[src/source/mmu_cfg.svh]
// MMU configuration macros: TLB size and cache attribute encodings
`ifndef MMU_CFG_SVH
`define MMU_CFG_SVH

// Index width, the TLB holds 2**bits entries
`define MMU_TLB_IDX_BITS 3

// Entry count derived from the index width
`define MMU_TLB_NUM (1 << `MMU_TLB_IDX_BITS)

// Cacheable, noncoherent attribute
`define MMU_CACHE_ATTR_CACHEABLE 3'd3

// Attribute loaded into c0 and c1 by reset
`define MMU_RST_CACHE_ATTR `MMU_CACHE_ATTR_CACHEABLE

`endif

[src/source/mmu_pkg.sv]
// MMU types: TLB entry, CP0 mode, translation request/response, virtual address views
`include "mmu_cfg.svh"

package mmu_pkg;

    typedef logic [`MMU_TLB_IDX_BITS-1:0] tlb_idx_t;

    // vpn2 and both pfns held already masked
    typedef struct packed {
        logic [11:0] mask;
        logic [18:0] vpn2;
        logic [7:0]  asid;
        logic        g;
        logic [19:0] pfn0;
        logic [19:0] pfn1;
        logic [2:0]  c0;
        logic [2:0]  c1;
        logic        d0;
        logic        d1;
        logic        v0;
        logic        v1;
    } tlb_entry_t;

    typedef struct packed {
        logic kernel_mode;
        logic erl;
        logic kseg0_cached;
    } cp0_mode_t;

    typedef struct packed {
        logic [31:0] va;
        logic        ce;
    } xlate_req_t;

    typedef struct packed {
        logic [31:0] vao;
        logic [31:0] pa;
        logic        hit;
        logic        valid;
        logic        dirty;
        logic        cached;
        logic        error;
    } xlate_rsp_t;

    typedef struct packed {
        logic [2:0]  seg;
        logic [28:0] seg_off;
    } vaddr_seg_t;

    // Page view, odd sits right above a 4 KB offset
    typedef struct packed {
        logic [18:0] vpn2;
        logic        odd;
        logic [11:0] page_off;
    } vaddr_page_t;

    typedef union packed {
        vaddr_seg_t  seg_v;
        vaddr_page_t page_v;
    } vaddr_u;

    typedef enum logic [2:0] {
        useg,
        kseg0,
        kseg1,
        ksseg,
        kseg3
    } address_segment_t;

endpackage

[src/source/addr_xlate.sv]
// One address translation port: segment decode, TLB lookup, registered result
`timescale 1ns/1ps
`include "mmu_cfg.svh"

module addr_xlate (
    input  logic                                   clk,
    input  logic                                   rst,
    input  mmu_pkg::xlate_req_t                    req_i,
    input  mmu_pkg::tlb_entry_t [`MMU_TLB_NUM-1:0] entries_i,
    input  logic [7:0]                             asid_i,
    input  mmu_pkg::cp0_mode_t                     mode_i,
    output mmu_pkg::xlate_rsp_t                    rsp_o
);
    import mmu_pkg::*;

    vaddr_u                  va;
    address_segment_t        seg;
    logic                    mapped;
    logic                    addr_err;
    logic [12:0]             sel_bits;
    logic [`MMU_TLB_NUM-1:0] match;
    logic [`MMU_TLB_NUM-1:0] odd_sel;
    logic [11:0]             tlb_mask;
    logic [19:0]             tlb_pfn;
    logic [2:0]              tlb_c;
    logic                    tlb_v;
    logic                    tlb_d;
    xlate_rsp_t              rsp_d;

    assign va = req_i.va;

    // va[24:12], candidates for the even/odd select bit
    assign sel_bits = {va.page_v.vpn2[11:0], va.page_v.odd};

    always_comb begin
        case (va.seg_v.seg)
            3'b100:  seg = kseg0;
            3'b101:  seg = kseg1;
            3'b110:  seg = ksseg;
            3'b111:  seg = kseg3;
            default: seg = useg;
        endcase
    end

    // Kernel segments fault in user mode
    always_comb begin
        mapped   = 1'b0;
        addr_err = 1'b0;
        case (seg)
            useg: begin
                mapped = !(mode_i.kernel_mode && mode_i.erl);
            end
            kseg0, kseg1: begin
                addr_err = !mode_i.kernel_mode;
            end
            default: begin
                mapped   = mode_i.kernel_mode;
                addr_err = !mode_i.kernel_mode;
            end
        endcase
    end

    for (genvar i = 0; i < `MMU_TLB_NUM; i++) begin : g_match
        assign match[i] =
            ((va.page_v.vpn2 & ~{7'b0, entries_i[i].mask}) == entries_i[i].vpn2) &&
            (entries_i[i].g || (entries_i[i].asid == asid_i));
        // Picks out the bit just above the highest mask bit
        assign odd_sel[i] =
            (sel_bits & {entries_i[i].mask, 1'b1}) != (sel_bits & {1'b0, entries_i[i].mask});
    end

    // OR-merge of the single matching entry
    always_comb begin
        tlb_mask = '0;
        tlb_pfn  = '0;
        tlb_c    = '0;
        tlb_v    = 1'b0;
        tlb_d    = 1'b0;
        for (int i = 0; i < `MMU_TLB_NUM; i++) begin
            if (match[i]) begin
                tlb_mask = tlb_mask | entries_i[i].mask;
                tlb_pfn  = tlb_pfn | (odd_sel[i] ? entries_i[i].pfn1 : entries_i[i].pfn0);
                tlb_c    = tlb_c | (odd_sel[i] ? entries_i[i].c1 : entries_i[i].c0);
                tlb_v    = tlb_v | (odd_sel[i] ? entries_i[i].v1 : entries_i[i].v0);
                tlb_d    = tlb_d | (odd_sel[i] ? entries_i[i].d1 : entries_i[i].d0);
            end
        end
    end

    always_comb begin
        rsp_d.vao   = va;
        rsp_d.error = addr_err;
        if (mapped) begin
            // Offset bits inside the mask come from va
            rsp_d.pa = {
                tlb_pfn | ({va.page_v.vpn2, va.page_v.odd} & {8'b0, tlb_mask}),
                va.page_v.page_off
            };
            rsp_d.hit    = |match;
            rsp_d.valid  = tlb_v;
            rsp_d.dirty  = tlb_d;
            rsp_d.cached = (tlb_c == `MMU_CACHE_ATTR_CACHEABLE);
        end else begin
            rsp_d.pa     = {3'b000, va.seg_v.seg_off};
            rsp_d.hit    = 1'b1;
            rsp_d.valid  = 1'b1;
            rsp_d.dirty  = 1'b1;
            rsp_d.cached = (seg == kseg0) && mode_i.kseg0_cached;
        end
    end

    always_ff @(posedge clk) begin
        if (rst) begin
            rsp_o <= '0;
        end else if (req_i.ce) begin
            rsp_o <= rsp_d;
        end
    end

endmodule

[src/source/tlb_entry_array.sv]
// TLB entry storage with CP0 write decode and EntryHi/EntryLo read-back
`timescale 1ns/1ps
`include "mmu_cfg.svh"

module tlb_entry_array (
    input  logic                                   clk,
    input  logic                                   rst,
    input  logic                                   we_i,
    input  mmu_pkg::tlb_idx_t                      index_i,
    input  logic [11:0]                            mask_i,
    input  logic [31:0]                            entryhi_i,
    input  logic [31:0]                            entrylo0_i,
    input  logic [31:0]                            entrylo1_i,
    output mmu_pkg::tlb_entry_t [`MMU_TLB_NUM-1:0] entries_o,
    output logic [11:0]                            mask_o,
    output logic [31:0]                            entryhi_o,
    output logic [31:0]                            entrylo0_o,
    output logic [31:0]                            entrylo1_o
);
    import mmu_pkg::*;

    localparam tlb_entry_t entry_rst = '{
        c0:      `MMU_RST_CACHE_ATTR,
        c1:      `MMU_RST_CACHE_ATTR,
        default: '0
    };

    tlb_entry_t [`MMU_TLB_NUM-1:0] entry_q;
    tlb_entry_t                    wr_entry;
    tlb_entry_t                    rd_entry;

    // Decode CP0 words into one entry
    always_comb begin
        wr_entry.mask = mask_i;
        wr_entry.vpn2 = entryhi_i[31:13] & ~{7'b0, mask_i};
        wr_entry.asid = entryhi_i[7:0];
        // Global only if both halves say so
        wr_entry.g    = entrylo0_i[0] & entrylo1_i[0];
        wr_entry.pfn0 = entrylo0_i[25:6] & ~{8'b0, mask_i};
        wr_entry.pfn1 = entrylo1_i[25:6] & ~{8'b0, mask_i};
        wr_entry.c0   = entrylo0_i[5:3];
        wr_entry.c1   = entrylo1_i[5:3];
        wr_entry.d0   = entrylo0_i[2];
        wr_entry.d1   = entrylo1_i[2];
        wr_entry.v0   = entrylo0_i[1];
        wr_entry.v1   = entrylo1_i[1];
    end

    // TLBWI style write
    always_ff @(posedge clk) begin
        if (rst) begin
            for (int i = 0; i < `MMU_TLB_NUM; i++) begin
                entry_q[i] <= entry_rst;
            end
        end else if (we_i) begin
            entry_q[index_i] <= wr_entry;
        end
    end

    assign entries_o = entry_q;

    // Read-back for TLBR, unused bits zero
    assign rd_entry = entry_q[index_i];

    assign mask_o = rd_entry.mask;

    assign entryhi_o = {rd_entry.vpn2, 5'b0, rd_entry.asid};

    assign entrylo0_o = {
        6'b0,
        rd_entry.pfn0,
        rd_entry.c0,
        rd_entry.d0,
        rd_entry.v0,
        rd_entry.g
    };

    assign entrylo1_o = {
        6'b0,
        rd_entry.pfn1,
        rd_entry.c1,
        rd_entry.d1,
        rd_entry.v1,
        rd_entry.g
    };

endmodule

[src/source/tlb_mmu.sv]
// MMU top: TLB entry array, probe and two translation ports
`timescale 1ns/1ps
`include "mmu_cfg.svh"

module tlb_mmu (
    input  logic                clk,
    input  logic                rst,
    input  logic                we_i,
    input  logic [31:0]         index_i,
    input  logic [11:0]         mask_i,
    input  logic [31:0]         entryhi_i,
    input  logic [31:0]         entrylo0_i,
    input  logic [31:0]         entrylo1_i,
    input  mmu_pkg::cp0_mode_t  mode_i,
    input  mmu_pkg::xlate_req_t req0_i,
    input  mmu_pkg::xlate_req_t req1_i,
    output logic [11:0]         mask_o,
    output logic [31:0]         entryhi_o,
    output logic [31:0]         entrylo0_o,
    output logic [31:0]         entrylo1_o,
    output logic [31:0]         probe_index_o,
    output mmu_pkg::xlate_rsp_t rsp0_o,
    output mmu_pkg::xlate_rsp_t rsp1_o
);
    import mmu_pkg::*;

    tlb_entry_t [`MMU_TLB_NUM-1:0] entries;

    tlb_entry_array u_array (
        .clk        (clk),
        .rst        (rst),
        .we_i       (we_i),
        .index_i    (index_i[`MMU_TLB_IDX_BITS-1:0]),
        .mask_i     (mask_i),
        .entryhi_i  (entryhi_i),
        .entrylo0_i (entrylo0_i),
        .entrylo1_i (entrylo1_i),
        .entries_o  (entries),
        .mask_o     (mask_o),
        .entryhi_o  (entryhi_o),
        .entrylo0_o (entrylo0_o),
        .entrylo1_o (entrylo1_o)
    );

    tlb_probe u_probe (
        .entries_i     (entries),
        .entryhi_i     (entryhi_i),
        .probe_index_o (probe_index_o)
    );

    // Fetch port
    addr_xlate xlate0 (
        .clk       (clk),
        .rst       (rst),
        .req_i     (req0_i),
        .entries_i (entries),
        .asid_i    (entryhi_i[7:0]),
        .mode_i    (mode_i),
        .rsp_o     (rsp0_o)
    );

    // Data port
    addr_xlate xlate1 (
        .clk       (clk),
        .rst       (rst),
        .req_i     (req1_i),
        .entries_i (entries),
        .asid_i    (entryhi_i[7:0]),
        .mode_i    (mode_i),
        .rsp_o     (rsp1_o)
    );

endmodule

[src/source/tlb_probe.sv]
// TLBP probe: parallel EntryHi compare and Index word formatting
`timescale 1ns/1ps
`include "mmu_cfg.svh"

module tlb_probe (
    input  mmu_pkg::tlb_entry_t [`MMU_TLB_NUM-1:0] entries_i,
    input  logic [31:0]                            entryhi_i,
    output logic [31:0]                            probe_index_o
);
    import mmu_pkg::*;

    vaddr_u                  hi;
    logic [7:0]              hi_asid;
    logic [`MMU_TLB_NUM-1:0] match;
    tlb_idx_t                idx_or;

    assign hi      = entryhi_i;
    assign hi_asid = hi.page_v.page_off[7:0];

    for (genvar i = 0; i < `MMU_TLB_NUM; i++) begin : g_cmp
        assign match[i] =
            ((hi.page_v.vpn2 & ~{7'b0, entries_i[i].mask}) == entries_i[i].vpn2) &&
            (entries_i[i].g || (entries_i[i].asid == hi_asid));
    end

    // Entries are unique, so at most one index contributes
    always_comb begin
        idx_or = '0;
        for (int i = 0; i < `MMU_TLB_NUM; i++) begin
            if (match[i]) begin
                idx_or = idx_or | tlb_idx_t'(i);
            end
        end
    end

    // P bit set on a miss
    assign probe_index_o = {~|match, {(31 - `MMU_TLB_IDX_BITS){1'b0}}, idx_or};

endmodule

[config.mk]
export PLATFORM = sky130hd
export DESIGN_NAME = tlb_mmu
export DESIGN_NICKNAME = d
export VERILOG_FILES = /design/src/source/mmu_pkg.sv /design/src/source/addr_xlate.sv /design/src/source/tlb_entry_array.sv /design/src/source/tlb_mmu.sv /design/src/source/tlb_probe.sv
export VERILOG_INCLUDE_DIRS = /design/src /design/src/source
export SDC_FILE = /design/constraint.sdc
export NUM_CORES = 2
export LEC_CHECK = 0
export BUFFER_PORTS_ARGS = -buffer_cell sky130_fd_sc_hd__clkbuf_2
export CAP_MARGIN = 10
export CELL_PAD_IN_SITES_DETAIL_PLACEMENT = 0
export CELL_PAD_IN_SITES_GLOBAL_PLACEMENT = 1
export CORE_ASPECT_RATIO = 1.5
export CORE_MARGIN = 8
export CORE_UTILIZATION = 49
export DETAILED_ROUTE_END_ITERATION = 6
export PLACE_DENSITY = 0.85
export SLEW_MARGIN = 25
export SYNTH_ARGS = -nofsm -noshare
export SYNTH_HDL_FRONTEND = slang
export SYNTH_HIERARCHICAL = 1
export SYNTH_SLANG_ARGS = --single-unit
export TNS_END_PERCENT = 30
[constraint.sdc]
create_clock -name clk -period 6.8 [get_ports clk]
set_input_delay 0.68 -clock clk [delete_from_list [all_inputs] [get_ports clk]]
set_output_delay 0.68 -clock clk [all_outputs]
set_load 0.01 [all_outputs]
After elaboration in Yosys (flattened, before gate mapping)
Index checks and enable logic that the tools add are counted.

Order comparisons: 2. Equal/unequal tests: 62. Multiplexer cells: 164. Bitwise operators: 144. Reduce and logical (&&, ||, !) cells: 46.

Operator list (count): 720-bit bitwise mux (1); 20-bit two-way mux (32); 19-bit AND (25); 19-bit equality test (24); 20-bit OR (16); 90-bit binary-select mux with 3-bit select (1); 90-bit demux with 3-bit select (1); 13-bit by 12-bit AND with 13-bit output (16); 13-bit AND (16); 13-bit != test (16); 12-bit two-way mux (16); 90-bit two-way mux (2); 12-bit NOT with 19-bit output (9); 12-bit OR (14); 3-bit two-way mux (36); 36-bit two-way mux (2); 1-bit two-way mux (67); 8-bit equality test (8); 3-bit OR (14); 20-bit by 12-bit AND with 20-bit output (2); 20-bit AND (2); 1-bit logical AND (28); 1-bit OR (28); 3-bit equality test, second input constant (8); other kinds (14) (34).

Flip-flop bits (word level): 858. Bits of input ports: 212. Output and inout port bits: 278.

Logic depth before layout (Yosys ltp)
Depth after elaboration: 22. Depth in mapped cells: 13.

Cells and area by module
Netlist, hierarchy kept.

By module, submodules not included: tlb_entry_array (times used 1, cells an instance 4004, area each 31783.0 µm², seq. area each 14413.8 µm²); addr_xlate (xlate1) (times used 1, cells an instance 1402, area each 10865.4 µm², seq. area each 1141.1 µm²); addr_xlate (xlate0) (times used 1, cells an instance 1363, area each 10702.8 µm², seq. area each 1141.1 µm²); tlb_probe (times used 1, cells an instance 438, area each 3364.5 µm², seq. area each 0.0 µm²).

Worst setup path before layout
Ideal clock, no wire load.

Path type: in2reg. From: input req0_i[24] (netlist bit). To: register xlate0/rsp_o[1] (netlist bit). Setup time: 0.132 ns. Arrival time: 2.795 ns. Required time: 6.668 ns. Path slack: 3.872 ns. Cell stages on the path: 10. Path buffers: 2. Cells stage by stage: buf_2 -> a222oi_1 -> nand3_1 -> nor3_4 -> buf_4 -> mux2i_1 -> o22ai_1 -> or4_1 -> nand2_1 -> o32ai_1.

Longest elaborated chain between the ends: 20. Elaborated cells between the ends (all ways): 73. Those cells by class: eq/ne (17); mux (17); bitwise (31); reduce/logical (8).

RTL lines: start, declared (line tlb_mmu.sv:15) `input mmu_pkg::xlate_req_t req0_i,`; 13-bit AND, or another cell as far along (line addr_xlate.sv:69) `(sel_bits & {entries_i[i].mask, 1'b1}) != (sel_bits & {1'b0, entries_i[i].mask});`; 13-bit != test or 19-bit equality test (tied branches) (line addr_xlate.sv:69, addr_xlate.sv:65); 3-bit two-way mux or 1-bit logical AND (tied branches) (line addr_xlate.sv:83, addr_xlate.sv:65); 3-bit two-way mux (line addr_xlate.sv:80) `if (match[i]) begin`; 3-bit OR (line addr_xlate.sv:83) `tlb_c = tlb_c | (odd_sel[i] ? entries_i[i].c1 : entries_i[i].c0);`; 3-bit two-way mux (line addr_xlate.sv:80); 3-bit OR (line addr_xlate.sv:83); 3-bit two-way mux (line addr_xlate.sv:80); [4 not listed]; 3-bit OR (line addr_xlate.sv:83); 3-bit two-way mux (line addr_xlate.sv:80); 3-bit OR (line addr_xlate.sv:83); 3-bit two-way mux (line addr_xlate.sv:80); 3-bit OR (line addr_xlate.sv:83); 3-bit two-way mux * (line addr_xlate.sv:80); 3-bit by 2-bit equality test with 1-bit output (no line) *; 36-bit two-way mux * (line addr_xlate.sv:93) `if (mapped) begin`; end signal, assigned (line addr_xlate.sv:116) `rsp_o <= rsp_d;`; end, declared (line addr_xlate.sv:12) `output mmu_pkg::xlate_rsp_t rsp_o`.

Mark *: on every way between the ends. The rest lies on a longest branch, timed or not. A chain may end at the register's enable or synchronous reset.

Worst setup path in the final report
From: register u_array.entry_q (netlist bit u_array/entries_o[84]). To: register xlate1/rsp_o[36] (netlist bit).

Longest elaborated chain between the ends: 21. Elaborated cells between the ends (all ways): 25. Those cells by class: eq/ne (2); mux (10); bitwise (12); reduce/logical (1).

RTL lines: start, declared (line tlb_entry_array.sv:28) `` tlb_entry_t [`MMU_TLB_NUM-1:0] entry_q; ``; start signal, assigned by index (line tlb_entry_array.sv:53) `entry_q[i] <= entry_rst;`; start signal, assigned by index (line tlb_entry_array.sv:56) `entry_q[index_i] <= wr_entry;`; 12-bit NOT with 19-bit output (line addr_xlate.sv:65) `((va.page_v.vpn2 & ~{7'b0, entries_i[i].mask}) == entries_i[i].vpn2) &&`; 19-bit AND (line addr_xlate.sv:65); 19-bit equality test (line addr_xlate.sv:65); 1-bit logical AND (line addr_xlate.sv:65); 20-bit two-way mux * (line addr_xlate.sv:80); 20-bit OR (line addr_xlate.sv:82) `tlb_pfn = tlb_pfn | (odd_sel[i] ? entries_i[i].pfn1 : entries_i[i].pfn0);`; 20-bit two-way mux * (line addr_xlate.sv:80); 20-bit OR (line addr_xlate.sv:82); [5 not listed]; 20-bit OR (line addr_xlate.sv:82); 20-bit two-way mux * (line addr_xlate.sv:80); 20-bit OR (line addr_xlate.sv:82); 20-bit two-way mux * (line addr_xlate.sv:80); 20-bit OR (line addr_xlate.sv:82); 20-bit two-way mux * (line addr_xlate.sv:80); 20-bit OR * (line addr_xlate.sv:96) `tlb_pfn | ({va.page_v.vpn2, va.page_v.odd} & {8'b0, tlb_mask}),`; 36-bit two-way mux * (line addr_xlate.sv:93); end signal, assigned (line addr_xlate.sv:116); end, declared (line addr_xlate.sv:12).

Marked as above.

==> impl_metrics.env <==
export IMPL_hold_class="in2reg"
export IMPL_synth_area_mux_share_pct=12.8
export IMPL_p_total_mw=12.7
export IMPL_tns_ps=0
export IMPL_ff2ff_setup_slack_ps=2110
export IMPL_violations="design-rule violations"
export IMPL_clock_latency_ps=770
export IMPL_portBuffers=398
export IMPL_root_buffer="clkbuf_16"
export IMPL_cp_start_kind="flop"
export IMPL_cts_path_max_buffers=3
export IMPL_synth_simple_area_share_pct=22.6
export IMPL_worstPathArrival_ps=5280
export IMPL_min_path_cells=3
export IMPL_synthTopCellsByArea="dfxtp_1, nand2_1, mux2i_1"
export IMPL_peakVddDrop_v=0.000206
export IMPL_synth_compound_area_share_pct=15.4
export IMPL_fmax_mhz=213
export IMPL_nets=7425
export IMPL_p_per_area_nw_per_um2=207
export IMPL_fin_crit_sh_pct=68.9
export IMPL_fin_skew_ps=46.8
export IMPL_synthArstFlopShare_pct=0
export IMPL_p_leak_nw=23.0
export IMPL_cts_hold_buffers_added=0
export IMPL_r2r_cells=9
export IMPL_synthFlopType="dfxtp_1"
export IMPL_synth_top_family_by_area="simple AND/OR/NAND/NOR gates"
export IMPL_cts_tree="yes"
export IMPL_tightestPinTransition_ps=1390
export IMPL_synth_edff_count=0
export IMPL_routed_wl_um=302000
export IMPL_grt_usage_pct=45.0
export IMPL_cts_clk_slew_worst_paths_ps=70
export IMPL_vias=60400
export IMPL_rsz0062_at_grt="no"
export IMPL_num_fill_cells=11100
export IMPL_drtIter0Drc=10400
export IMPL_holdPathEnd="xlate0/rsp_o[46]$_SDFFE_PP0P_"
export IMPL_synthAdderAreaFrac_pct=0
export IMPL_vias_per_cell=6.82
export IMPL_worstSetupEndpointType="flop"
export IMPL_path_max_fanout=15
export IMPL_r2r_end="xlate1/rsp_o[36]$_SDFFE_PP0P_"
export IMPL_cts_sinks=834
export IMPL_first_pass_iters=7
export IMPL_cp_required_ps=7400
export IMPL_status="complete, but fails checks"
export IMPL_hold_viol=0
export IMPL_antenna_found_initial=32
export IMPL_critical_path_class="reg2reg"
export IMPL_htreeDepth=3
export IMPL_seq_area_frac_synth_pct=29.4
export IMPL_drv_slew=0
export IMPL_globalplace_congestion=1.05
export IMPL_row_count=153
export IMPL_synth_top_area_share_pct=29.4
export IMPL_die_height_um=433
export IMPL_die_x_um=294
export IMPL_min_from="req0_i[10]"
export IMPL_synth_area_um2=56700
export IMPL_grt_max_degree=196
export IMPL_yosys_warnings=6
export IMPL_drive_above_1_share_pct=12.8
export IMPL_timing_rr_start="u_array/entries_o[84]$_SDFFE_PP0P_"
export IMPL_die_area_um2=127000
export IMPL_wl_per_cell_um=34.1
export IMPL_num_io_pins=490
export IMPL_synth_xor_area_share_pct=12.4
export IMPL_ys_types=82
export IMPL_start_util_pct=49.1
export IMPL_cts_repair_resized=0
export IMPL_dp_hpwl_um=194000
export IMPL_final_common_cell="nand2_1"
export IMPL_yosys_area_top_type="dfxtp_1"
export IMPL_numCtsBuffers=88
export IMPL_synth_seq_cells=834
export IMPL_slew_headroom_pct=6.25
export IMPL_syn_area_per_cell_um2=7.87
export IMPL_grt_pass1_wl_um=417000
export IMPL_final_antenna_net_count=0
export IMPL_finalCriticalPeriod_ps=4690
export IMPL_cts_setup_buffers=0
export IMPL_utilization_pct=53.3
export IMPL_syn_to_final_growth_pct=8.48
export IMPL_first_global_vias=55700
export IMPL_setup_viol=0
export IMPL_core_region_area_um2=115000
export IMPL_cap_violations=0
export IMPL_grt_overflow_total=0
export IMPL_syn_inst=7207
export IMPL_hold_ws_ps=170
export IMPL_drc_errors=20
export IMPL_final_cell_mix="nand2_1, dfxtp_1, a21oi_1, mux2i_1, xor2_1"
## cell families (layout without fill, tap and decap cells)
logic type / after synthesis / in the layout
flip-flops: 834 / 834
XOR/XNOR: 800 / 800
AND/OR/NAND/NOR: 2723 / 2723
buffers and inverters: 728 / 765
other: 2 / 65
AO/OA/AOI/OAI: 1420 / 1420
multiplexers: 700 / 700
## synth_stat cells (14+ instances only)
cell,n
nand2b_1,14
and2_1,18
o311ai_0,17
a21oi_1,737
xor2_1,407
inv_1,25
buf_6,51
nor4_1,76
a22oi_1,153
or4_1,23
nand2_1,1625
nand3_1,225
o22ai_1,184
o211ai_1,110
nand4_1,126
o22a_1,72
buf_4,201
mux2i_1,589
a41o_1,16
nand3b_1,32
clkbuf_1,178
nor2b_1,330
nor3_1,22
buf_2,257
nor2_1,128
xnor2_1,392
mux2_2,102
o21ai_0,35
dfxtp_1,834
## how the worst max path moves through the flow
stage                     slack [ps]                            end                                 from
after floorplan                 3870   xlate0/rsp_o[1]$_SDFFE_PP0P_                           req0_i[24]
after global placement          2090  xlate1/rsp_o[17]$_SDFFE_PP0P_                           req1_i[29]
after detailed placement        2050  xlate1/rsp_o[17]$_SDFFE_PP0P_                           req1_i[29]
after CTS                       2600  xlate0/rsp_o[27]$_SDFFE_PP0P_  u_array/entries_o[348]$_SDFFE_PP0P_
after global routing            2370  xlate1/rsp_o[36]$_SDFFE_PP0P_   u_array/entries_o[84]$_SDFFE_PP0P_
final                           2110  xlate1/rsp_o[36]$_SDFFE_PP0P_   u_array/entries_o[84]$_SDFFE_PP0P_
## layer usage
| layer | routed length, um | track usage (%) | up-vias |
|---|---|---|---|
| li1 | - | - | 24800 |
| met1 | 103000 | 51.8 | 28700 |
| met2 | 124000 | 65.3 | 5194 |
| met3 | 41600 | 16.3 | 1688 |
| met4 | 33100 | 39.3 | 14 |
| met5 | 100 | 0 | - |
## state kept, by name, summed over array words and instances, names as in the netlist
name               cells
xlate1/rsp_o          57
u_array/entries_o    720
xlate0/rsp_o          57
## area by class of cell
class	instances	area (um^2)	area share (%)
multi-input combinational	5688	36200	58.8
inverter	28	105	0.171
antenna	20	50.0	0.0813
clock inverter	50	546	0.887
tap	1550	1940	3.15
sequential	834	16700	27.1
timing repair buffer	573	3500	5.68
clock buffer	114	2500	4.07
## power breakdown
group | internal (mW) | switching (mW)
Sequential | 5.00 | 0.185
Clock | 2.92 | 2.32
Combinational | 0.712 | 1.58
## metrics by stage
stage	cells	cell area (um^2)	worst slack [ps]
finish	8857	61500	2110
global route	8843	61500	2370
CTS	8835	61400	2600
detailed placement	8671	58400	2050
global placement	8668	58300	2090
floorplan	7250	56900	3870
## critical path, stage by stage, from the launching register on
cell and delay [ps]:
dfxtp_1 1070, xor2_1 190, a22oi_1 200, and4_1 380, and2_2 850, buf_4 470, mux2i_1 230, o22ai_1 110
o31ai_1 820, a21oi_1 170
Note: power is estimated with default switching activity, not from simulation.
